File: src/common/ext_bus_pkg.sv
//~~~~~~~~~~~~~~~~~~~~~~~~~~~~~~~~~~~~~~~~~~~~~~~~~~~~~~~~~~~~~~~~~~~~~~~~~~
// Shared widths, address map, latencies, register-bus structs and the
// slow memory state encoding for the external peripheral subsystem
//~~~~~~~~~~~~~~~~~~~~~~~~~~~~~~~~~~~~~~~~~~~~~~~~~~~~~~~~~~~~~~~~~~~~~~~~~~
`default_nettype none

package ext_bus_pkg;

  // Bus widths
  localparam int ADDR_W = 32;
  localparam int DATA_W = 32;
  localparam int STRB_W = DATA_W / 8;

  // Address map, one 4 KiB window per peripheral
  localparam int N_PERIPH        = 3;
  localparam int MEM_IDX         = 0;
  localparam int GPIO_CNT_IDX    = 1;
  localparam int INTR_IDX        = 2;
  localparam int WINDOW_BITS     = 12;
  localparam int WINDOW_NUM_BITS = 4;
  localparam int PERIPH_IDX_W    = $clog2(N_PERIPH);

  // Slow memory
  localparam int SLOW_MEM_WORDS   = 256;
  localparam int SLOW_MEM_ADDR_W  = $clog2(SLOW_MEM_WORDS);
  localparam int SLOW_MEM_LATENCY = 3;
  localparam int MEM_LAT_CNT_W    = $clog2(SLOW_MEM_LATENCY);

  // Power switches and interrupts
  localparam int SWITCH_ACK_LATENCY = 15;
  localparam int EXT_DOMAINS        = 2;
  localparam int NEXT_INT           = 4;
  localparam int INTR_GPIO_BIT      = 0;
  localparam int INTR_SWITCH_BIT    = 1;

  // GPIO counter
  localparam int GPIO_CNT_MAX = 8;
  localparam int GPIO_CNT_W   = $clog2(GPIO_CNT_MAX);

  typedef logic [ADDR_W-1:0]          addr_t;
  typedef logic [DATA_W-1:0]          data_t;
  typedef logic [STRB_W-1:0]          strb_t;
  typedef logic [EXT_DOMAINS-1:0]     domain_vec_t;
  typedef logic [NEXT_INT-1:0]        intr_vec_t;
  typedef logic [WINDOW_NUM_BITS-1:0] window_t;
  typedef logic [PERIPH_IDX_W-1:0]    periph_idx_t;
  typedef logic [WINDOW_BITS-1:0]     offset_t;
  typedef logic [SLOW_MEM_ADDR_W-1:0] mem_addr_t;
  typedef logic [MEM_LAT_CNT_W-1:0]   lat_cnt_t;
  typedef logic [GPIO_CNT_W-1:0]      gpio_cnt_t;

  // Register offsets inside a window
  localparam offset_t GPIO_CNT_OFFSET     = offset_t'(0);
  localparam offset_t INTR_PENDING_OFFSET = offset_t'(0);
  localparam offset_t INTR_ENABLE_OFFSET  = offset_t'(4);

  // Only the GPIO and switch sources exist
  localparam intr_vec_t INTR_IMPL_MASK =
      intr_vec_t'((1 << INTR_GPIO_BIT) | (1 << INTR_SWITCH_BIT));

  typedef struct packed {
    logic  valid;
    logic  write;
    addr_t addr;
    data_t wdata;
    strb_t wstrb;
  } reg_req_t;

  typedef struct packed {
    data_t rdata;
    logic  error;
    logic  ready;
  } reg_rsp_t;

  typedef enum logic [1:0] {
    IDLE = 2'd0,
    WAIT = 2'd1,
    DONE = 2'd2
  } mem_state_e;

endpackage

`default_nettype wire

File: src/source/switch_ack_delay.sv
//~~~~~~~~~~~~~~~~~~~~~~~~~~~~~~~~~~~~~~~~~~~~~~~~~~~~~~~~~~~~~~~~~~~~~~~~~~
// Power-switch acknowledge delay line and acknowledge change pulse
//~~~~~~~~~~~~~~~~~~~~~~~~~~~~~~~~~~~~~~~~~~~~~~~~~~~~~~~~~~~~~~~~~~~~~~~~~~
`timescale 1ns/1ns
`default_nettype none

module switch_ack_delay import ext_bus_pkg::*; (
  input  logic        clk_i,
  input  logic        rst_n_i,
  input  domain_vec_t switch_n_i,
  output domain_vec_t switch_ack_n_o,
  output logic        ack_event_o
);

  domain_vec_t [SWITCH_ACK_LATENCY-1:0] stage_q;

  // Switches start off, so the line fills with ones
  always_ff @(posedge clk_i) begin
    if (!rst_n_i) begin
      stage_q     <= '1;
      ack_event_o <= 1'b0;
    end else begin
      stage_q[0] <= switch_n_i;
      for (int i = 1; i < SWITCH_ACK_LATENCY; i++) begin
        stage_q[i] <= stage_q[i-1];
      end
      // Pulse lands in the cycle where the acknowledge changes
      ack_event_o <= (stage_q[SWITCH_ACK_LATENCY-1] != stage_q[SWITCH_ACK_LATENCY-2]);
    end
  end

  assign switch_ack_n_o = stage_q[SWITCH_ACK_LATENCY-1];

endmodule

`default_nettype wire

File: config.mk
export PLATFORM = sky130hd
export DESIGN_NAME = switch_ack_delay
export DESIGN_NICKNAME = d
export VERILOG_FILES = /design/src/common/ext_bus_pkg.sv /design/src/source/switch_ack_delay.sv
export SDC_FILE = /design/constraint.sdc
export NUM_CORES = 1
export LEC_CHECK = 0
export BUFFER_PORTS_ARGS = -buffer_cell sky130_fd_sc_hd__buf_2
export CAP_MARGIN = 20
export CORE_MARGIN = 2
export CORE_UTILIZATION = 48
export DETAILED_ROUTE_END_ITERATION = 12
export GPL_ROUTABILITY_DRIVEN = 0
export PLACE_DENSITY = 0.69
export SETUP_SLACK_MARGIN = 0.4
export SYNTH_ARGS = -nofsm -noshare
export SYNTH_HDL_FRONTEND = slang
export SYNTH_SLANG_ARGS = --single-unit
File: constraint.sdc
create_clock -name clk_i -period 0.9 [get_ports clk_i]
set_clock_uncertainty 0.2 [all_clocks]
set_input_delay 0.045 -clock clk_i [delete_from_list [all_inputs] [get_ports clk_i]]
set_output_delay 0.045 -clock clk_i [all_outputs]
set_load 0.005 [all_outputs]
Yosys cells after proc, flatten, opt, wreduce, memory -nomap -nowiden --
Cells that the tools add are included. W data, S select, Z words.
Word-level totals: input port bits 4, flip-flop bits (word level) 31, logic and storage cells 17, output and inout bits 3
Cells by class: equal/unequal tests 1
Operators by type and width (count):
- $ne A2 B2 Y1 | 1

Longest topological paths before layout --
word-level depth 1, gate-level depth with buffers 2, depth with buffers taken out 2

Least setup slack after synthesis --
No wires, ideal clock.
kind flip-flop to flip-flop, start reg stage_q[26] (netlist name), end reg ack_event_o, stages on the path, launching flop included 3, setup time 0.121 ns, required time 0.579 ns, path slack 0.050 ns, data arrival time 0.530 ns, clock period less this slack 0.850 ns, buffers on the path 0, path through dfxtp_1 > xnor2_1 > a21boi_2
Between the ends: longest elaborated chain between the ends 1
RTL lines:
- start, declared | RTL line switch_ack_delay.sv:15 | domain_vec_t [SWITCH_ACK_LATENCY-1:0] stage_q;
- start signal, assigned by index | RTL line switch_ack_delay.sv:25 | stage_q[i] <= stage_q[i-1];
- $ne A2 B2 Y1 | RTL line switch_ack_delay.sv:28 | ack_event_o <= (stage_q[SWITCH_ACK_LATENCY-1] != stage_q[SWITCH_ACK_LATENCY-2]);
- end signal, assigned | RTL line switch_ack_delay.sv:28
- end, declared | RTL line switch_ack_delay.sv:12 | output logic ack_event_o
No other way between the ends. A chain may end at the register's enable or synchronous reset.

Worst setup path in the final report --
start reg stage_q (netlist bit switch_ack_n_o[1]), end out switch_ack_n_o[1]
RTL lines:
- end, declared | RTL line switch_ack_delay.sv:11 | output domain_vec_t switch_ack_n_o,
No word-level cell between the ends.

==> results.tsv <==
metric	value	unit
Critical Path RT	0.65	ns
Synth warnings	0	
post-place instance area	960	µm²
cells on worst reg2reg path	3	
crit path DAT	0.76	ns
worst hold slack	-0.299	ns
drt drc	0	
status	finished, violations left	
DIE HEIGHT	46.7	µm
worst slew pin tran	0.174	ns
fmax	999	MHz
largest net degree at the start of global routing	18	
register share of total power	58.6	%
CP Launch Type	register	
1st-iter DRT viols	6	
first-pass GRT wire length	1570	µm
final WL	1120	µm
Switching Fraction	20.4	%
flop-to-flop setup slack	-0.06	ns
Worst-path clk slew	0.09	ns
area occupied by multi-input gates	398	µm²
Final Instance Area	1230	µm²
Port Buf Inserts	6	
grt ovf	0	
MaxCap Viol Count	0	
sequential share of the synthesized area	71.0	%
# clock sinks	31	
post-synth net total	73	
dpl ws	0.0425	ns
WP depth	1	
CTS Buf Count	5	
CP top delay family	flip-flops	
Setup crit end kind	primary output	
Logic pwr share	4.0	%
Final Cycle Share	111	%
CP max stage delay	0.33	ns
initial core utilization	50.7	%
antenna violations before repair	0	
capturing point of the worst reg2reg path	ack_event_o$_SDFF_PN0_	
worst reg2reg startpoint	switch_ack_n_o[0]$_SDFF_PN1_	
Yosys reg bits	31	
synth unique cells	8	
CP Capture Point	switch_ack_n_o[1]	
Die Area	2180	µm²
FF+latch area	641	µm²
Pwr Density	1930	nW/µm²
clk_lat worst skew	0.32	ns
critical path, cell by cell	buf_6	
internal power	1890	µW
Via density	4.20	
Setup Viol. Count Final	4	
Pre-antenna DRT Iters	3	
IO Count	7	
HP Class	in -> reg	
Pleak	0.000614	µW
Rel. slew slack	88.4	%
Final WS setup	-0.101	ns
Clock power frac	37.4	%
GRT Util Overall	12.6	%
Slowest cell on crit path	dfxtp_2	
num rows	15	
via count	449	
filler cell count	122	
crit path buf inv count	1	
clk buf depth	2	
CP Class	reg -> out	
Mapped Cells	69	
RSZ-0062 raised after global routing	yes	
post-route ant nets	0	
failing checks	hold timing, setup timing	
VDD IR max	1.47	mV
Final min period	1.00	ns
synth-to-layout area growth	40.6	%
die width	46.7	µm
vias in the first global route	343	
share of cells above drive strength 1	70.7	%
fin. max-slew vios	0	
H-tree Lvls	2	
nets	85	
final hold vios	31	
final core utilization	71.2	%
Root Buffer	clkbuf_4	
Syn Area/Cell	12.7	µm²
CP Max Fanout	2	
Critical Path Source	switch_ack_n_o[1]$_SDFF_PN1_	
Mapped Area	875	µm²
Routed WL per cell	10.4	µm
core area	1730	µm²
CTS tree	done	
Sw Pwr	484	µW
setup tns final	-0.350	ns
ANT cells	0	
==> through the flow <==
step | std cells | total power [µW]
after floorplan | 69 | 1450
after global placement | 97 | 1470
after detailed placement | 97 | 1480
after CTS | 107 | 2370
after global routing | 107 | 2480
final | 107 | 2370
==> cells in the mapped netlist <==
| library cell | count | area share, % |
|---|---|---|
| xnor2_1 | 2 | 2.0 |
| buf_4 | 2 | 1.7 |
| dfxtp_1 | 31 | 71 |
| buf_6 | 1 | 1.3 |
| nand2b_1 | 29 | 21 |
| buf_2 | 2 | 1.1 |
| or2b_1 | 1 | 0.86 |
| a21boi_2 | 1 | 1.3 |
==> layer usage <==
metal  global-route usage (%)  part of all wire (%)
met1                     13.8                    47
met2                     13.3                    44
met3                     11.8                   6.0
met4                     11.7                   3.4
met5                        0                     0
==> cell usage in the layout, fill, tap and decap left out <==
cell      count
dfxtp_1      15
clkbuf_8      2
nand2b_4     22
dfxtp_2      16
buf_6         1
or2b_1        1
buf_12        2
buf_2         5
xnor2_2       2
clkbuf_4      5
buf_4         2
nand2b_1      7
a21boi_2      1
clkbuf_1      1
==> sequential cells by signal, indices dropped and copies added, names as in the netlist <==
signal	cells
ack_event_o	1
stage_q	28
switch_ack_n_o	2
==> cells by family after synthesis <==
logic type	after synthesis	synth area share, %
and+or+nand+nor	30	21.6
DFF	31	71.0
xor gates and xnor gates	2	2.00
AOI/OAI and AO/OA	1	1.29
buffers and inverters	5	4.15
==> timing repair <==
item	4_1_cts	5_1_grt
setup endpoints to repair	32	32
setup buffers	2	0
pin swaps	3	0
endpoints found under the hold margin	31	31
resized for setup	6	29
==> layout make-up <==
class,instances,share of cell area [%]
Sequential cell,31,52.1
Multi-Input combinational cell,33,32.3
Timing Repair Buffer,10,7.43
Clock buffer,8,5.60
Tap cell,25,2.54
==> worst min path at each step <==
| stage | start | end | cells past startpoint |
|---|---|---|---|
| global route | switch_n_i[1] | stage_q[1]$_SDFF_PN1_ | 2 |
| floorplan | switch_n_i[0] | stage_q[0]$_SDFF_PN1_ | 1 |
| CTS | switch_n_i[1] | stage_q[1]$_SDFF_PN1_ | 2 |
| finish | switch_n_i[1] | stage_q[1]$_SDFF_PN1_ | 2 |
| detailed placement | switch_n_i[0] | stage_q[0]$_SDFF_PN1_ | 2 |
| global placement | switch_n_i[1] | stage_q[1]$_SDFF_PN1_ | 2 |
==> power groups by stage <==
stage          Clock (µW)  Sequential [µW]  Combinational [µW]
2_1_floorplan           0             1420                36.5
3_3_place_gp            0             1420                55.9
3_5_place_dp            0             1420                56.9
4_1_cts               916             1390                65.2
5_1_grt               992             1390                99.9
6_report              887             1390                93.9
Note: power is estimated with default switching activity, not from simulation.
