**src/common/ext_bus_pkg.sv**
```systemverilog
//~~~~~~~~~~~~~~~~~~~~~~~~~~~~~~~~~~~~~~~~~~~~~~~~~~~~~~~~~~~~~~~~~~~~~~~~~~
// Shared widths, address map, latencies, register-bus structs and the
// slow memory state encoding for the external peripheral subsystem
//~~~~~~~~~~~~~~~~~~~~~~~~~~~~~~~~~~~~~~~~~~~~~~~~~~~~~~~~~~~~~~~~~~~~~~~~~~
`default_nettype none

package ext_bus_pkg;

  // Bus widths
  localparam int ADDR_W = 32;
  localparam int DATA_W = 32;
  localparam int STRB_W = DATA_W / 8;

  // Address map, one 4 KiB window per peripheral
  localparam int N_PERIPH        = 3;
  localparam int MEM_IDX         = 0;
  localparam int GPIO_CNT_IDX    = 1;
  localparam int INTR_IDX        = 2;
  localparam int WINDOW_BITS     = 12;
  localparam int WINDOW_NUM_BITS = 4;
  localparam int PERIPH_IDX_W    = $clog2(N_PERIPH);

  // Slow memory
  localparam int SLOW_MEM_WORDS   = 256;
  localparam int SLOW_MEM_ADDR_W  = $clog2(SLOW_MEM_WORDS);
  localparam int SLOW_MEM_LATENCY = 3;
  localparam int MEM_LAT_CNT_W    = $clog2(SLOW_MEM_LATENCY);

  // Power switches and interrupts
  localparam int SWITCH_ACK_LATENCY = 15;
  localparam int EXT_DOMAINS        = 2;
  localparam int NEXT_INT           = 4;
  localparam int INTR_GPIO_BIT      = 0;
  localparam int INTR_SWITCH_BIT    = 1;

  // GPIO counter
  localparam int GPIO_CNT_MAX = 8;
  localparam int GPIO_CNT_W   = $clog2(GPIO_CNT_MAX);

  typedef logic [ADDR_W-1:0]          addr_t;
  typedef logic [DATA_W-1:0]          data_t;
  typedef logic [STRB_W-1:0]          strb_t;
  typedef logic [EXT_DOMAINS-1:0]     domain_vec_t;
  typedef logic [NEXT_INT-1:0]        intr_vec_t;
  typedef logic [WINDOW_NUM_BITS-1:0] window_t;
  typedef logic [PERIPH_IDX_W-1:0]    periph_idx_t;
  typedef logic [WINDOW_BITS-1:0]     offset_t;
  typedef logic [SLOW_MEM_ADDR_W-1:0] mem_addr_t;
  typedef logic [MEM_LAT_CNT_W-1:0]   lat_cnt_t;
  typedef logic [GPIO_CNT_W-1:0]      gpio_cnt_t;

  // Register offsets inside a window
  localparam offset_t GPIO_CNT_OFFSET     = offset_t'(0);
  localparam offset_t INTR_PENDING_OFFSET = offset_t'(0);
  localparam offset_t INTR_ENABLE_OFFSET  = offset_t'(4);

  // Only the GPIO and switch sources exist
  localparam intr_vec_t INTR_IMPL_MASK =
      intr_vec_t'((1 << INTR_GPIO_BIT) | (1 << INTR_SWITCH_BIT));

  typedef struct packed {
    logic  valid;
    logic  write;
    addr_t addr;
    data_t wdata;
    strb_t wstrb;
  } reg_req_t;

  typedef struct packed {
    data_t rdata;
    logic  error;
    logic  ready;
  } reg_rsp_t;

  typedef enum logic [1:0] {
    IDLE = 2'd0,
    WAIT = 2'd1,
    DONE = 2'd2
  } mem_state_e;

endpackage

`default_nettype wire

```
**src/source/intr_collect.sv**
```systemverilog
//~~~~~~~~~~~~~~~~~~~~~~~~~~~~~~~~~~~~~~~~~~~~~~~~~~~~~~~~~~~~~~~~~~~~~~~~~~
// Interrupt pending and enable registers with masked vector output
//~~~~~~~~~~~~~~~~~~~~~~~~~~~~~~~~~~~~~~~~~~~~~~~~~~~~~~~~~~~~~~~~~~~~~~~~~~
`timescale 1ns/1ns
`default_nettype none

module intr_collect import ext_bus_pkg::*; (
  input  logic      clk_i,
  input  logic      rst_n_i,
  input  logic      cnt_event_i,
  input  logic      ack_event_i,
  input  reg_req_t  req_i,
  output reg_rsp_t  rsp_o,
  output intr_vec_t intr_o
);

  intr_vec_t pending_q;
  intr_vec_t enable_q;
  intr_vec_t set_vec;
  intr_vec_t clr_vec;
  logic      pend_sel;
  logic      en_sel;
  logic      bus_wr;

  assign pend_sel = (req_i.addr[WINDOW_BITS-1:0] == INTR_PENDING_OFFSET);
  assign en_sel   = (req_i.addr[WINDOW_BITS-1:0] == INTR_ENABLE_OFFSET);
  assign bus_wr   = req_i.valid && req_i.write;

  always_comb begin
    set_vec                  = '0;
    set_vec[INTR_GPIO_BIT]   = cnt_event_i;
    set_vec[INTR_SWITCH_BIT] = ack_event_i;
  end

  // Write one to clear
  assign clr_vec = (bus_wr && pend_sel) ? req_i.wdata[NEXT_INT-1:0] : '0;

  always_ff @(posedge clk_i) begin
    if (!rst_n_i) begin
      pending_q <= '0;
      enable_q  <= '0;
      intr_o    <= '0;
    end else begin
      // New events win over a clear in the same cycle
      pending_q <= (pending_q & ~clr_vec) | set_vec;
      if (bus_wr && en_sel) begin
        enable_q <= req_i.wdata[NEXT_INT-1:0] & INTR_IMPL_MASK;
      end
      intr_o <= pending_q & enable_q;
    end
  end

  always_comb begin
    rsp_o       = '0;
    rsp_o.ready = req_i.valid;
    if (!req_i.write) begin
      if (pend_sel) begin
        rsp_o.rdata = data_t'(pending_q);
      end else if (en_sel) begin
        rsp_o.rdata = data_t'(enable_q);
      end
    end
  end

endmodule

`default_nettype wire

```
**config.mk**
```make
export PLATFORM = sky130hd
export DESIGN_NAME = intr_collect
export DESIGN_NICKNAME = d
export VERILOG_FILES = /design/src/common/ext_bus_pkg.sv /design/src/source/intr_collect.sv
export SDC_FILE = /design/constraint.sdc
export NUM_CORES = 1
export LEC_CHECK = 0
export CAP_MARGIN = 20
export CORE_AREA = 2 2 43 45
export CTS_CLUSTER_DIAMETER = 50
export DETAILED_ROUTE_END_ITERATION = 16
export DIE_AREA = 0 0 45 47
export DONT_BUFFER_PORTS = 1
export SLEW_MARGIN = 40
export SYNTH_ARGS = -nofsm -noshare
export SYNTH_HDL_FRONTEND = slang
export SYNTH_SLANG_ARGS = --single-unit
```
**constraint.sdc**
```tcl
create_clock -name clk_i -period 2.77 [get_ports clk_i]
set_input_delay 0.554 -clock clk_i [delete_from_list [all_inputs] [get_ports clk_i]]
set_output_delay 0.554 -clock clk_i [all_outputs]
set_load 0.1 [all_outputs]
```
=== Word level (Yosys, flattened, before mapping) ===
Index checks and enable logic that the tools add are counted.

* Logic and storage cells: 16
* Output and inout port bits: 38
* Input port bits: 74
* Bits in registers: 10

* Multiplexer cells: 4
* Eq/ne operators: 1
* Reduce and logical (&&, ||, !) cells: 4
* Bitwise operators: 4

{| class="wikitable"
|+ Operators by type and width
! kind !! number
|-
| $mux W32 || 1
|-
| $eq A12 B3 Y1 const B || 1
|-
| $logic_not A12 Y1 || 1
|-
| $mux W4 || 2
|-
| $and A4 B2 Y4 || 1
|-
| $and A4 B4 Y4 || 1
|-
| $not A4 Y4 || 1
|-
| $or A4 B2 Y4 || 1
|-
| $logic_and A1 B1 Y1 || 3
|-
| $mux W2 || 1
|}

=== Depth between registers and ports, before layout ===
* Depth after elaboration: 6
* Depth in mapped cells: 4

=== Worst setup path before layout ===
OpenSTA, ideal clock, no wires.

* Path kind: input -> output
* From: input port req_i[47] (netlist name)
* To: output port rsp_o[2] (netlist name)
* Arrival: 2.923 ns
* Stages: 3
* Buffers on the path: 0
* Data required time: 2.216 ns
* Slack: -0.707 ns
* Cells stage by stage: or4_4 or4_4 nor2_1

{| class="wikitable"
|+ RTL lines
! item !! RTL line !! RTL
|-
| start: declaration || intr_collect.sv:12 || <nowiki>input reg_req_t req_i,</nowiki>
|-
| end: declaration || intr_collect.sv:13 || <nowiki>output reg_rsp_t rsp_o,</nowiki>
|}

==> metrics.md <==
| Metric | Value |
|---|---|
| Io pins | 112 |
| FF+latch area | 163 um2 |
| Status | finished, final reports clean |
| Routed WL | 1070 um |
| Post-synth top area cell | buf_4 |
| # rows | 15 |
| Fin crit period | 2.68 ns |
| Largest net degree at the start of global routing | 11 |
| Top cell type's share of synthesized area | 0.387 |
| CP Launch Type | primary input |
| Hold endpoint | pending_q[3] |
| Final hold violation count | 0 |
| Ys Warns | 0 |
| Starting density of the core | 0.376 |
| Synth cell types | 19 |
| Pin slew with the least headroom to its limit | 0.525 ns |
| Drt via density | 4.34 |
| Yosys reg bits | 8 |
| Setup violators final | 0 |
| Synth Cell Area | 621 um2 |
| Synth cell count leaders | 32 x buf_4, 8 x dfxtp_1, 6 x nand2_1 |
| Post-Place Setup Slack | 0.0782 ns |
| Worst-case headroom to the max-slew limit | 0.647 |
| Number of synthesized flops with an enable pin | 0 |
| Flop-to-flop setup slack | 2.12 ns |
| First-pass GRT wire length | approximately 1600 um |
| Most frequent CP cell | or4_4 |
| Postcts setup bufs | 0 |
| Hold buffers post-CTS | 0 |
| Max-Cap Viols | 0 |
| Max IR drop VDD | 0.354 mV |
| Post-layout util | 0.386 |
| CTS tree | yes |
| PnR worst setup slack | 0.0893 ns |
| Max stage delay on crit path | 0.60 ns |
| CTS root buf | clkbuf_4 |
| Clock-pin slew on the worst setup and hold paths | 0.05 ns |
| Area grow syn2layout | 2.62% |
| Design area | 637 um2 |
| Post-synth ARST share | 0 |
| # diodes | 0 |
| Syn_area_per_cell | 8.27 um2 |
| H-tree depth | 1 |
| Multi-input logic area | 335 um2 |
| HP Class | in -> reg |
| Port Buffers | 0 |
| RR Endpoint | pending_q[0] |
| Final Slew Violations | 0 |
| Critical path peak fanout | 4 |
| Die Wd | approximately 45 um |
| Iteration-0 DRC Markers | 0 |
| Vias in the first global route | 397 |
| Clock sinks | 8 |
| Placed instance area | approximately 610 um2 |
| PwrDens | a little over 600 nW/um2 |
| Max Buffers Root-to-Sink | 2 |
| Total die area | ~2100 um2 |
| Synth area leaders | buf_4 39%, dfxtp_1 26%, mux2i_1 6.5% |
| Pre-Repair DR Iteration Count | 1 |
| FF-to-FF path depth | 2 |
| Bufs and invs on worst path | 1 |
| Crit share post-route | 0.968 |
| ANT nets after route | 0 |
| Post-layout nets | 155 |
| Post-cts gate resize count | 0 |
| Count leader, synth | buf_4 |
| GPL Wtd Cong | roughly 0.71 |
| Crit path capture type | primary output |
| Core area | 1650 um2 |
| Initial antenna violation count | 0 |
| Layout cells sized above 1 | 0.203 |
| Register area share after synthesis | 0.258 |
| Mapped Cells | 75 |
| Leak pwr | 0.304 nW |
| Crit-path cells | or4_4 > or4_4 > nor3b_4 > buf_12 |
| CP delay by family, top | simple AND/OR/NAND/NOR gates |
| Residual DRC | 0 |
| Vias after detailed routing | around 420 |
| RR Startpoint | pending_q[0] |
| RSZ-0062 raised after global routing | no |
| GRT overflow | 0 |
| Hold depth | 1 |
| Worst Setup Path Type | in -> out |
| Layout fillers | about 150 |
| Synth Flop Type | dfxtp_1 |
| Worst Path Required | 2.22 ns |
| Arr. time, crit path | 2.13 ns |
| Highest clock rate | 0.373 GHz |
| Clk_lat worst skew | ~0.25 ns |
| GRT Resource Usage Total | 0.114 |
| Number of CTS-inserted buffers | 3 |
| Clock Skews | 0.000241 ns |
| CP max stage cell | or4_4 |
| DP HPWL | 903 um |
| Die H | 47 um |
| Hold path start | req_i[7] |
| Routed WL per cell | around 11 um |
sequential cells by signal, indices dropped and copies added, names as in the netlist:
signal and count:
intr_o 2, enable_q 2, pending_q 4
cell families after synthesis:
family / after synthesis / synth area share
buffers and inverters: 36 / 0.411
AO/OA/AOI/OAI: 6 / 0.0524
other: 1 / 0.00604
multiplexers: 4 / 0.0645
AND/OR/NAND/NOR: 20 / 0.208
flip-flops: 8 / 0.258
per-stage QoR:
stage / setup TNS, ns / total power, mW / hold slack (ns) / instances
floorplan: -1.16 / 0.354 / 0.412 / 105
CTS: 0 / 0.400 / 0.375 / 96
global placement: 0 / 0.310 / 0.423 / 93
detailed placement: 0 / 0.311 / 0.425 / 93
finish: 0 / 0.397 / 0.386 / 96
global route: 0 / 0.415 / 0.374 / 96
cells in the final DEF, fill, tap and decap left out:
cell / netlist / layout
a21oi_1: 2 / 2
a31oi_1: 2 / 2
and3_1: 2 / 2
buf_12: 0 / 4
buf_4: 32 / 1
clkbuf_4: 0 / 3
conb_1: 1 / 31
dfxtp_1: 8 / 6
dfxtp_2: 0 / 2
inv_1: 2 / 2
mux2i_1: 4 / 4
nand2_1: 6 / 6
nand3_1: 1 / 1
nand3b_1: 1 / 1
nor2_2: 0 / 2
nor3b_4: 0 / 2
nor4_1: 2 / 2
o21ai_0: 2 / 2
or3_1: 1 / 1
or4_1: 1 / 1
or4_4: 2 / 2
layer usage:
metal / part of all wire / track usage / vias up / routed length (um)
met3: 0.18 / 0.0885 / 2 / 192
met1: 0.37 / 0.115 / 181 / 391
met2: 0.45 / 0.183 / 39 / 478
met4: 0.0056 / 0.0353 / 0 / 6
met5: 0 / 0 / - / 0
li1: - / - / 195 / -
report_power, final:
part           switching, mW  total (mW)  internal [mW]
combinational          0.186       0.190        0.00468
clock                 0.0386      0.0881         0.0495
sequential           0.00136       0.119          0.117
total                  0.226       0.397          0.171
worst reg2reg max path, stage by stage, from the launching register on:
cell and delay (ns):
dfxtp_1 0.35, o21ai_0 0.09, a31oi_1 0.13
how the worst max path moves through the flow:
stage	start	endpoint	slack, ns	cells after the start
after floorplan	req_i[47]	rsp_o[4]	-0.30	3
after global placement	req_i[47]	rsp_o[5]	0.11	4
after detailed placement	req_i[47]	rsp_o[4]	0.08	4
after global routing	req_i[47]	rsp_o[5]	0.05	4
after CTS	req_i[47]	rsp_o[4]	0.07	4
final	req_i[47]	rsp_o[4]	0.09	4
cell type report:
| type | instances | share of cell area |
|---|---|---|
| multi-input combinational | 61 | 0.527 |
| sequential | 8 | 0.255 |
| timing repair buffer | 5 | 0.138 |
| clock buffer | 3 | 0.0354 |
| tap | 17 | 0.0334 |
| inverter | 2 | 0.0118 |
No activity file was read; power rests on OpenSTA's default activity.
