<file path="config.mk">
export PLATFORM = sky130hd
export DESIGN_NAME = reg_demux
export DESIGN_NICKNAME = d
export VERILOG_FILES = /design/src/common/ext_bus_pkg.sv /design/src/source/reg_demux.sv
export SDC_FILE = /design/constraint.sdc
export NUM_CORES = 1
export LEC_CHECK = 0
export BUFFER_PORTS_ARGS = -buffer_cell sky130_fd_sc_hd__buf_4
export CAP_MARGIN = 20
export CORE_AREA = 2 2 165 167
export DETAILED_ROUTE_END_ITERATION = 10
export DIE_AREA = 0 0 167 169
export MAX_ROUTING_LAYER = met4
export PLACE_DENSITY_LB_ADDON = 0.05
export SLEW_MARGIN = 20
export SYNTH_ARGS = -nofsm -noshare
export SYNTH_HDL_FRONTEND = slang
export SYNTH_SLANG_ARGS = --single-unit
</file>
<file path="constraint.sdc">
create_clock -name clk_i -period 2.2 [get_ports clk_i]
set_input_delay 0.44 -clock clk_i [delete_from_list [all_inputs] [get_ports clk_i]]
set_output_delay 0.44 -clock clk_i [all_outputs]
set_load 0.01 [all_outputs]
</file>
<file path="src/common/ext_bus_pkg.sv">
//~~~~~~~~~~~~~~~~~~~~~~~~~~~~~~~~~~~~~~~~~~~~~~~~~~~~~~~~~~~~~~~~~~~~~~~~~~
// Shared widths, address map, latencies, register-bus structs and the
// slow memory state encoding for the external peripheral subsystem
//~~~~~~~~~~~~~~~~~~~~~~~~~~~~~~~~~~~~~~~~~~~~~~~~~~~~~~~~~~~~~~~~~~~~~~~~~~
`default_nettype none

package ext_bus_pkg;

  // Bus widths
  localparam int ADDR_W = 32;
  localparam int DATA_W = 32;
  localparam int STRB_W = DATA_W / 8;

  // Address map, one 4 KiB window per peripheral
  localparam int N_PERIPH        = 3;
  localparam int MEM_IDX         = 0;
  localparam int GPIO_CNT_IDX    = 1;
  localparam int INTR_IDX        = 2;
  localparam int WINDOW_BITS     = 12;
  localparam int WINDOW_NUM_BITS = 4;
  localparam int PERIPH_IDX_W    = $clog2(N_PERIPH);

  // Slow memory
  localparam int SLOW_MEM_WORDS   = 256;
  localparam int SLOW_MEM_ADDR_W  = $clog2(SLOW_MEM_WORDS);
  localparam int SLOW_MEM_LATENCY = 3;
  localparam int MEM_LAT_CNT_W    = $clog2(SLOW_MEM_LATENCY);

  // Power switches and interrupts
  localparam int SWITCH_ACK_LATENCY = 15;
  localparam int EXT_DOMAINS        = 2;
  localparam int NEXT_INT           = 4;
  localparam int INTR_GPIO_BIT      = 0;
  localparam int INTR_SWITCH_BIT    = 1;

  // GPIO counter
  localparam int GPIO_CNT_MAX = 8;
  localparam int GPIO_CNT_W   = $clog2(GPIO_CNT_MAX);

  typedef logic [ADDR_W-1:0]          addr_t;
  typedef logic [DATA_W-1:0]          data_t;
  typedef logic [STRB_W-1:0]          strb_t;
  typedef logic [EXT_DOMAINS-1:0]     domain_vec_t;
  typedef logic [NEXT_INT-1:0]        intr_vec_t;
  typedef logic [WINDOW_NUM_BITS-1:0] window_t;
  typedef logic [PERIPH_IDX_W-1:0]    periph_idx_t;
  typedef logic [WINDOW_BITS-1:0]     offset_t;
  typedef logic [SLOW_MEM_ADDR_W-1:0] mem_addr_t;
  typedef logic [MEM_LAT_CNT_W-1:0]   lat_cnt_t;
  typedef logic [GPIO_CNT_W-1:0]      gpio_cnt_t;

  // Register offsets inside a window
  localparam offset_t GPIO_CNT_OFFSET     = offset_t'(0);
  localparam offset_t INTR_PENDING_OFFSET = offset_t'(0);
  localparam offset_t INTR_ENABLE_OFFSET  = offset_t'(4);

  // Only the GPIO and switch sources exist
  localparam intr_vec_t INTR_IMPL_MASK =
      intr_vec_t'((1 << INTR_GPIO_BIT) | (1 << INTR_SWITCH_BIT));

  typedef struct packed {
    logic  valid;
    logic  write;
    addr_t addr;
    data_t wdata;
    strb_t wstrb;
  } reg_req_t;

  typedef struct packed {
    data_t rdata;
    logic  error;
    logic  ready;
  } reg_rsp_t;

  typedef enum logic [1:0] {
    IDLE = 2'd0,
    WAIT = 2'd1,
    DONE = 2'd2
  } mem_state_e;

endpackage

`default_nettype wire

</file>
<file path="src/source/reg_demux.sv">
//~~~~~~~~~~~~~~~~~~~~~~~~~~~~~~~~~~~~~~~~~~~~~~~~~~~~~~~~~~~~~~~~~~~~~~~~~~
// Register-bus window decode, request steering and response select
//~~~~~~~~~~~~~~~~~~~~~~~~~~~~~~~~~~~~~~~~~~~~~~~~~~~~~~~~~~~~~~~~~~~~~~~~~~
`timescale 1ns/1ns
`default_nettype none

module reg_demux import ext_bus_pkg::*; (
  input  logic                    clk_i,
  input  logic                    rst_n_i,
  input  reg_req_t                req_i,
  output reg_rsp_t                rsp_o,
  output reg_req_t [N_PERIPH-1:0] periph_req_o,
  input  reg_rsp_t [N_PERIPH-1:0] periph_rsp_i
);

  window_t     dec_window;
  logic        dec_hit;
  periph_idx_t sel_idx;
  logic        sel_hit;
  logic        in_flight_q;
  periph_idx_t sel_idx_q;
  logic        sel_hit_q;

  // Upper address bits must be clear for any mapped window
  assign dec_window = req_i.addr[WINDOW_BITS +: WINDOW_NUM_BITS];
  assign dec_hit    = (req_i.addr[ADDR_W-1:WINDOW_BITS+WINDOW_NUM_BITS] == '0) &&
                      (int'(dec_window) < N_PERIPH);

  // Selection stays locked while a memory wait is in progress
  assign sel_idx = in_flight_q ? sel_idx_q : dec_window[PERIPH_IDX_W-1:0];
  assign sel_hit = in_flight_q ? sel_hit_q : dec_hit;

  always_ff @(posedge clk_i) begin
    if (!rst_n_i) begin
      in_flight_q <= 1'b0;
    end else if (req_i.valid && !rsp_o.ready) begin
      in_flight_q <= 1'b1;
    end else begin
      in_flight_q <= 1'b0;
    end
  end

  always_ff @(posedge clk_i) begin
    sel_idx_q <= sel_idx;
    sel_hit_q <= sel_hit;
  end

  always_comb begin
    for (int i = 0; i < N_PERIPH; i++) begin
      periph_req_o[i]       = req_i;
      periph_req_o[i].valid = req_i.valid && sel_hit && (int'(sel_idx) == i);
    end
  end

  always_comb begin
    if (sel_hit) begin
      rsp_o = periph_rsp_i[sel_idx];
    end else begin
      // Unmapped window answers at once with an error
      rsp_o       = '0;
      rsp_o.error = req_i.valid;
      rsp_o.ready = req_i.valid;
    end
  end

endmodule

`default_nettype wire

</file>
* After elaboration in Yosys (flattened, before gate mapping)
Cells that the tools add are included.
Operators by class: reduce and logical (&&, ||, !) cells 9, magnitude comparators 2, multiplexer cells 6, equal/unequal tests 2
Operators with widths (number):
- $bmux W34 S2 | 1
- $mux W34 | 2
- $logic_not A16 Y1 | 1
- $logic_and A1 B1 Y1 | 6
- $eq A2 B2 Y1 const B | 2
- $lt A4 B2 Y1 const B | 1
- $lt A2 B3 Y1 const B | 1
- $logic_not A2 Y1 | 1
- $mux W1 | 2
- $mux W2 | 1
- $logic_not A1 Y1 | 1
Storage, ports and cells: logic and storage cells 22, register bits 4, output and inout bits 244

* Longest topological paths before layout
Gate-level depths: netlist of run 1.
depth after elaboration 7, mapped depth 6, mapped depth without buffers 5

* Least setup slack after synthesis of run 1
No wires, ideal clock.
kind input -> output, start in req_i[57] (netlist name), end out periph_req_o[69] (netlist name), cell stages on the path 5, path slack 0.183 ns, data arrival time 1.577 ns, required time 1.760 ns, cell sequence nor4_1 nand4_1 o2bb2a_2 buf_6 nor4b_2
RTL lines:
- from (decl) | RTL line reg_demux.sv:10 | input reg_req_t req_i,
- to (decl) | RTL line reg_demux.sv:12 | output reg_req_t [N_PERIPH-1:0] periph_req_o,

==> metrics.md, run 1 <==
| Metric | Value |
|---|---|
| Outcome | `complete, but fails checks` |
| Violated checks | `setup timing` |
| WL/cell | `17.1 um` |
| Finished Core Util | `0.169` |
| Finish-stage setup viols | `33` |
| Fraction of layout cells with a size suffix above 1 | `0.882` |
| DRT Pass-1 Iters | `3` |
| PortBufs | `221` |
| Vias in the first global route | `2,511` |
| TNS Setup | `-1.27 ns` |
| Hold Path Depth | `2` |
| Mapped Cells | `347` |
| Vias per inst | `3.15` |
| Post-synthesis cell area | `0.00269 sq mm` |
| Max Clock Skew | `0.00212 ns` |
| Final wirelength | `12,700 um` |
| Clock tree buffer depth | `2` |
| Fin crit share | `1.04` |
| Max Slew Vio Count | `0` |
| Net Count, Synth | `521` |
| Area growth syn-to-layout | `66.0%` |
| Max cap viols | `0` |
| Initial Utilization | `0.102` |
| Worst Path Required | `1.76 ns` |
| Worst-Margin Slew | `0.246 ns` |
| Final count of hold timing violations | `0` |
| Iter 0 DRT Violations | `30` |
| Reg2Reg Depth | `6` |
| Grt ovf | `0` |
| Fin nets | `582` |
| RSZ-0062 raised after global routing | `true` |
| Clk slew on worst S/H paths | `0.03 ns` |
| Worst setup margin | `-0.0976 ns` |
| Crit Path Category | `in2out` |
| Post-place instance area | `0.00352 sq mm` |
| IO Pins | `418` |
| Fin area | `0.00447 sq mm` |
| Initial antenna violation count | `0` |
| Worst vdd ir | `0.000136 V` |
| Fin crit period | `2.30 ns` |
| Die width | `167 um` |
| Largest net degree at the start of global routing | `20` |
| Number of buffers created by CTS | `3` |
| Final RePlAce weighted congestion | `0.693` |
| Leakage power | `2.00 nW` |
| Min-Delay Path Class | `in2reg` |
| Fin Hold WS | `0.519 ns` |
| Worst path arrival time | `1.86 ns` |
| Total track usage | `0.0844` |
| Rel. slew slack | `0.833` |
| Commonest non-fill, non-tap cell in the layout | `buf_4` |
| Worst setup SP type | `input port` |
| Yosys reg bits | `4` |
| Crit. End Element | `output pin` |
| CTS tree | `built` |
| YS warnings | `0` |
| Die H | `169 um` |
| Post-Syn Area per Cell | `7.75 sq um` |
| # DRC | `0` |
| Post-CTS Hold Buffers | `0` |
| Site row count | `60` |
| Hpwl dp | `10,100 um` |
| CP Max Fanout | `5` |
| Power Density | `244 mW/mm^2` |
| First-pass GRT wire length | `17,100 um` |
| Worst-Skew Late Latency | `0.23 ns` |
| Clk sinks | `4` |
| Root Driver | `clkbuf_16` |
| Htree depth | `1` |
| Die area | `0.0282 sq mm` |
| Core area | `0.0265 sq mm` |
| Fmax | `435 MHz` |
| ANT nets after route | `0` |
| Commonest non-fill, non-tap cells in the layout | `236 x buf_4, 26 x a2bb2oi_2, 25 x buf_6` |
| Diode count | `0` |
| Seq/Total Area, Yosys | `0.0298` |
| Synth unique cells | `24` |
| Via count | `2,351` |
## layer usage
metal  vias up  part of all wire  GRT usage
met3        40             0.076     0.0203
met1      1047              0.37     0.0931
li1       1079                 -          -
met2       185              0.53      0.149
met4         0             0.025     0.0281
met5         -                 0          -
## registers in the layout, indices dropped and copies added (netlist names)
signal	flops
in_flight_q	1
sel_idx_q	2
sel_hit_q	1
## worst max-delay path, cell delays in order
cell and delay (ns):
buf_8 0.10, nor4_4 0.29, nand4_1 0.14, buf_6 0.16, o2bb2a_4 0.25, buf_12 0.15
and3b_1 0.22, buf_6 0.11
## through the flow
| stage | total power [mW] | cells | setup slack [ns] |
|---|---|---|---|
| global placement | 0.658 | 734 | -0.435 |
| finish | 1.09 | 747 | -0.0976 |
| global route | 1.15 | 747 | -0.172 |
| floorplan | 0.610 | 347 | 0.183 |
| detailed placement | 0.655 | 734 | -0.588 |
| CTS | 1.08 | 743 | -0.136 |
## kinds of logic after synthesis
kind of cell,share of synthesized area
AOI/OAI and AO/OA,0.115
buffers and inverters,0.627
DFF,0.0298
muxes,0.146
and+or+nand+nor,0.0828
## report_power, final
part / switching [mW] / total, mW / leakage, nW / internal, mW
logic: 0.286 / 0.733 / 1.93 / 0.448
registers: 0.00105 / 0.0749 / 0.0338 / 0.0738
clock network: 0.0514 / 0.284 / 0.0370 / 0.232
total: 0.338 / 1.09 / 2.00 / 0.754
## Yosys cell counts
cell | n | area share
inv_4 | 1 | 0.0023
mux2i_1 | 34 | 0.13
and2_1 | 1 | 0.0023
buf_6 | 8 | 0.033
clkbuf_2 | 1 | 0.0019
o2bb2ai_1 | 2 | 0.0065
nor3_1 | 1 | 0.0019
inv_1 | 1 | 0.0014
a2bb2oi_1 | 32 | 0.10
nor4_1 | 4 | 0.0093
nor2_1 | 33 | 0.046
buf_2 | 4 | 0.0074
and3b_1 | 2 | 0.0065
dfxtp_1 | 4 | 0.030
buf_4 | 207 | 0.58
mux2_2 | 2 | 0.0084
clkbuf_1 | 2 | 0.0028
o2bb2a_2 | 1 | 0.0042
nand4_1 | 1 | 0.0023
nand2_1 | 2 | 0.0028
nor4b_2 | 1 | 0.0056
mux2i_2 | 1 | 0.0051
mux2_4 | 1 | 0.0056
nor4bb_2 | 1 | 0.0060
## final cells by class
type | count | area (sq um)
Timing Repair Buffer | 276 | 2370
Fill cell | 2961 | 22000
Multi-Input combinational cell | 120 | 1470
Tap cell | 341 | 427
Timing Repair inverter | 1 | 16.3
Inverter | 2 | 20.0
Sequential cell | 4 | 83.8
Clock buffer | 3 | 75.1
## worst paths after layout
| check | from | endpoint | slack [ns] |
|---|---|---|---|
| max | req_i[66] | periph_req_o[209] | -0.1 |
| min | rst_n_i | in_flight_q | 0.52 |
| max reg2reg | in_flight_q | in_flight_q | 0.50 |
| min reg2reg | sel_idx_q[1] | sel_idx_q[1] | 0.54 |
## what timing repair did
item	in CTS	in global routing
gates resized for setup	104	39
setup buffers	8	2
pin swaps	34	21
cloned	4	2
endpoints found under the setup margin	37	37
Power figures use the tool's default switching activity.
==> run 2, diff against run 1 <==
--- a/config.mk
+++ b/config.mk
@@ -9,7 +9,8 @@
 export CAP_MARGIN = 20
-export CORE_AREA = 2 2 165 167
+export CORE_AREA = 2 2 164 166
 export DETAILED_ROUTE_END_ITERATION = 10
-export DIE_AREA = 0 0 167 169
+export DIE_AREA = 0 0 166 168
 export MAX_ROUTING_LAYER = met4
 export PLACE_DENSITY_LB_ADDON = 0.05
+export SKIP_CTS_REPAIR_TIMING = 1
 export SLEW_MARGIN = 20
==> constraint.sdc (replaced) <==
create_clock -name clk_i -period 2.05 [get_ports clk_i]
set_input_delay 0.205 -clock clk_i [delete_from_list [all_inputs] [get_ports clk_i]]
set_output_delay 0.205 -clock clk_i [all_outputs]
set_load 0.01 [all_outputs]
==> metrics.md, run 2 (synthesis results as in run 1) <==
| Metric | Value |
|---|---|
| Largest net degree at the start of global routing | `22` |
| Max FFs per register | `2` |
| ANT nets after route | `0` |
| Finish-stage setup viols | `0` |
| Vias per inst | `3.08` |
| Finished Core Util | `0.132` |
| Sequential Power Share | `0.085` |
| Max stage delay on crit path | `0.37 ns` |
| IO Pins | `418` |
| Min-Delay Path Class | `in2reg` |
| Crit path max-delay family | `multiplexers` |
| Commonest non-fill, non-tap cell in the layout | `buf_4` |
| DRT Pass-1 Iters | `4` |
| Power Density | `273 mW/mm^2` |
| PortBufs | `221` |
| Final Non-Filler Cells | `710` |
| Fin nets | `545` |
| Post-place instance area | `0.00328 sq mm` |
| Combinational Power Share | `0.600` |
| Crit. End Element | `output pin` |
| Via count | `2,186` |
| Grt ovf | `0` |
| Fin crit period | `2.04 ns` |
| CTS tree | `built` |
| Largest regs | `sel_idx_q x2, in_flight_q x1, sel_hit_q x1` |
| Worst vdd ir | `0.000181 V` |
| Final RePlAce weighted congestion | `0.661` |
| Crit Path Category | `reg2out` |
| Die area | `0.0279 sq mm` |
| Fin crit share | `0.993` |
| Worst-Margin Slew | `0.295 ns` |
| Internal power | `0.681 mW` |
| Vias in the first global route | `2,370` |
| Root Driver | `clkbuf_16` |
| # DRC | `0` |
| Initial antenna violation count | `0` |
| Max cap viols | `0` |
| Die width | `166 um` |
| Cells along the critical path | `mux2_4 > buf_12 > mux2i_1 > o2bb2ai_1 > mux2_2 > buf_4` |
| Switching power | `0.268 mW` |
| Worst path arrival time | `1.83 ns` |
| Sw frac | `0.283` |
| Clock tree buffer depth | `2` |
| Worst setup margin | `0.0140 ns` |
| Commonest non-fill, non-tap cells in the layout | `232 x buf_4, 33 x mux2i_1, 29 x nor2_1` |
| Core area | `0.0264 sq mm` |
| Total power | `0.949 mW` |
| Dpl cells | `704` |
| RSZ-0062 raised after global routing | `true` |
| WP buf/inv | `2` |
| Clk network pwr share | `0.316` |
| Iter 0 DRT Violations | `35` |
| Diode count | `0` |
| Slowest CP cell | `dfxtp_4` |
| Htree depth | `1` |
| Fin area | `0.00348 sq mm` |
| Initial Utilization | `0.102` |
| Final count of hold timing violations | `0` |
| Max Slew Vio Count | `0` |
| Rel. slew slack | `0.802` |
| Top reg by flops | `sel_idx_q` |
| Clk sinks | `4` |
| Area growth syn-to-layout | `29.3%` |
| Site row count | `60` |
| Hpwl dp | `8880 um` |
| Final wirelength | `10,400 um` |
| Worst setup SP type | `flip-flop` |
| First-pass GRT wire length | `14,600 um` |
| WL/cell | `14.7 um` |
| Worst Path Required | `1.85 ns` |
| Number of buffers created by CTS | `3` |
| Total track usage | `0.0703` |
| CP Max Fanout | `21` |
| Outcome | `finished, final reports clean` |
| Fmax | `491 MHz` |
| Die H | `168 um` |
| Setup WS pre-CTS | `-0.301 ns` |
| Worst-Skew Late Latency | `0.22 ns` |
| Max Clock Skew | `0.00161 ns` |
| Leakage power | `1.70 nW` |
| Fraction of layout cells with a size suffix above 1 | `0.718` |
| Clk slew on worst S/H paths | `0.03 ns` |
run 2: cell count changes in the layout (fill, tap and decap cells not counted), moves of 8 or more:
cell / before / now
mux2i_1: 17 / 33
nor2_1: 21 / 29
a2bb2oi_1: 1 / 28
nor2_4: 8 / 0
mux2i_2: 12 / 1
buf_6: 25 / 5
a2bb2oi_2: 26 / 4
run 2: final cells by class:
type / instances / area [sq um]
clock buffers: 3 / 75.1
multi-input cells: 119 / 1000
repair buffers: 241 / 1880
well taps: 341 / 427
fillers: 3081 / 22900
flip-flops and latches: 4 / 83.8
inverters: 2 / 10.0
run 2: per-stage QoR:
stage / TNS (ns) / hold WS, ns
floorplan: 0 / 0.403
detailed placement: -6.11 / 0.410
global route: -0.348 / 0.290
finish: 0 / 0.282
CTS: -6.80 / 0.286
global placement: -7.70 / 0.410
run 2: worst reg2reg max path, delay by kind of cell, from the launching register on:
family / cells / cell delay, ns
buffers and inverters: 1 / 0.17
AO/OA/AOI/OAI: 1 / 0.13
multiplexers: 2 / 0.52
flip-flops: 1 / 0.37
AND/OR/NAND/NOR: 1 / 0.25
run 2: path summary, 6_finish.rpt:
path	depth (start not counted)	endpoint	slack [ns]	from
max	6	rsp_o[0]	0.01	in_flight_q
min	2	in_flight_q	0.28	rst_n_i
max reg2reg	5	in_flight_q	0.51	in_flight_q
min reg2reg	2	sel_hit_q	0.63	sel_hit_q
run 2: per-layer routing:
layer	share of wire	wire [um]	track usage	up-vias
met4	0.035	368	0.0299	0
met3	0.11	1110	0.0275	51
met2	0.50	5230	0.121	182
met5	0	0	-	-
li1	-	-	-	989
met1	0.36	3730	0.0712	964
run 2: power groups by stage:
stage | Sequential (mW) | Clock (mW) | Combinational, mW
2_1_floorplan | 0.0821 | 0 | 0.573
3_3_place_gp | 0.0824 | 0 | 0.564
3_5_place_dp | 0.0823 | 0 | 0.564
4_1_cts | 0.0812 | 0.306 | 0.565
5_1_grt | 0.0804 | 0.314 | 0.615
6_report | 0.0803 | 0.300 | 0.569
==> run 3, diff against run 2 <==
CELL_PAD_IN_SITES_DETAIL_PLACEMENT = 0   (was default)
CELL_PAD_IN_SITES_GLOBAL_PLACEMENT = 1   (was default)
CORE_AREA = 2 2 163 165   (was 2 2 164 166)
DIE_AREA = 0 0 165 167   (was 0 0 166 168)
==> metrics.md, run 3 (synthesis results as in run 1) <==
| Metric | Value |
|---|---|
| Site row count | `59` |
| Met1 Track Usage GR | `0.0776` |
| Area growth syn-to-layout | `38.7%` |
| Commonest non-fill, non-tap cells in the layout | `232 x buf_4, 31 x nor2_1, 29 x mux2i_1` |
| Commonest non-fill, non-tap cell in the layout | `buf_4` |
| Worst setup margin | `-0.000409 ns` |
| Post-place instance area | `0.00328 sq mm` |
| ANT nets after route | `0` |
| Final count of hold timing violations | `0` |
| Max cap viols | `0` |
| Htree depth | `1` |
| TNS Setup | `-0.000409 ns` |
| Violated checks | `setup timing` |
| Worst setup SP type | `flip-flop` |
| Fraction of layout cells with a size suffix above 1 | `0.773` |
| Largest net degree at the start of global routing | `21` |
| Crit. End Element | `output pin` |
| Most Crowded Layer GR | `met2` |
| CP endpoint | `rsp_o[6]` |
| IO Pins | `418` |
| Max Slew Vio Count | `0` |
| Number of buffers created by CTS | `3` |
| GR Util met3 | `0.0177` |
| Die H | `167 um` |
| Finish-stage setup viols | `1` |
| Root Driver | `clkbuf_16` |
| Die area | `0.0276 sq mm` |
| Outcome | `complete, but fails checks` |
| Worst R2R Setup Slack | `0.55 ns` |
| Final wirelength | `13,400 um` |
| Fin Hold WS | `0.277 ns` |
| DRT Pass-1 Iters | `4` |
| Die width | `165 um` |
| Reg2Reg Depth | `5` |
| Vias in the first global route | `2,215` |
| Crit path from | `in_flight_q` |
| Worst-Skew Late Latency | `0.23 ns` |
| Worst Path Required | `1.85 ns` |
| Leakage power | `1.77 nW` |
| Largest regs | `sel_idx_q x2, in_flight_q x1, sel_hit_q x1` |
| Fin crit period | `2.05 ns` |
| Fin area | `0.00373 sq mm` |
| Iter 0 DRT Violations | `32` |
| Crit Path Category | `reg2out` |
| Clk sinks | `4` |
| # DRC | `0` |
| Initial antenna violation count | `0` |
| Clock tree buffer depth | `2` |
| CP Max Fanout | `6` |
| Reg2Reg Launch Point | `in_flight_q` |
| Power Density | `276 mW/mm^2` |
| Hpwl dp | `10,900 um` |
| Grt ovf | `0` |
| Core area | `0.0258 sq mm` |
| Worst-Margin Slew | `0.301 ns` |
| Max Clock Skew | `0.0000674 ns` |
| Fmax | `488 MHz` |
| FF-to-FF End | `in_flight_q` |
| CTS tree | `built` |
| Min-Delay Path Class | `in2reg` |
| RSZ-0062 raised after global routing | `true` |
| Rel. slew slack | `0.793` |
| Worst vdd ir | `0.000173 V` |
| PortBufs | `221` |
| Top reg by flops | `sel_idx_q` |
| Fin crit share | `1.00` |
| WL/cell | `18.9 um` |
| Final RePlAce weighted congestion | `0.722` |
| Max FFs per register | `2` |
| M2 GR Usage | `0.171` |
| Clk slew on worst S/H paths | `0.03 ns` |
| Vias per inst | `3.15` |
| Diode count | `0` |
| Initial Utilization | `0.104` |
| Worst path arrival time | `1.85 ns` |
| First-pass GRT wire length | `16,500 um` |
| Total track usage | `0.0867` |
| Fin nets | `551` |
| Via count | `2,239` |
run 3: how the worst min path moves through the flow:
stage | from | end | slack [ns] | depth (start not counted)
2_1_floorplan | rst_n_i | in_flight_q | 0.40 | 1
3_3_place_gp | req_i[45] | periph_req_o[115] | 0.41 | 0
3_5_place_dp | req_i[45] | periph_req_o[115] | 0.41 | 0
4_1_cts | rst_n_i | in_flight_q | 0.30 | 2
5_1_grt | rst_n_i | in_flight_q | 0.29 | 2
6_report | periph_rsp_i[34] | in_flight_q | 0.28 | 3
run 3: per-stage QoR:
| stage | utilization | instances | power, mW | setup slack (ns) |
|---|---|---|---|---|
| 2_1_floorplan | - | 347 | 0.655 | 0.447 |
| 3_3_place_gp | 0.127 | 697 | 0.648 | 0.00408 |
| 3_5_place_dp | 0.127 | 697 | 0.639 | -0.0177 |
| 4_1_cts | 0.130 | 700 | 0.951 | -0.187 |
| 5_1_grt | 0.145 | 710 | 1.09 | -0.0848 |
| 6_report | 0.145 | 710 | 1.03 | -0.000409 |
run 3: final cells by class:
| class | instances | area [sq um] |
|---|---|---|
| multi-input combinational | 119 | 1140 |
| timing repair buffer | 246 | 1980 |
| sequential | 4 | 83.8 |
| timing repair inverter | 1 | 6.26 |
| inverter | 2 | 20.0 |
| fill | 2943 | 22000 |
| tap | 335 | 419 |
| clock buffer | 3 | 75.1 |
run 3: report_power, final:
group / internal [mW] / leakage (nW) / switching (mW)
Combinational: 0.395 / 1.70 / 0.247
Clock: 0.250 / 0.0370 / 0.0591
Sequential: 0.0792 / 0.0338 / 0.00118
run 3: metal layers:
layer,wire length [um],vias up,share of wire
met3,1000,69,0.075
met5,0,-,0
met2,7730,143,0.58
li1,-,1006,-
met4,526,0,0.039
met1,4180,1021,0.31
run 3: worst max-delay path, stage by stage (launching register included):
cell and delay [ns]:
dfxtp_4 0.38, mux2i_4 0.24, buf_6 0.15, clkinv_8 0.09
clkbuf_16 0.18, mux2i_1 0.18, a2bb2oi_2 0.19, nor2_1 0.06
buf_4 0.14
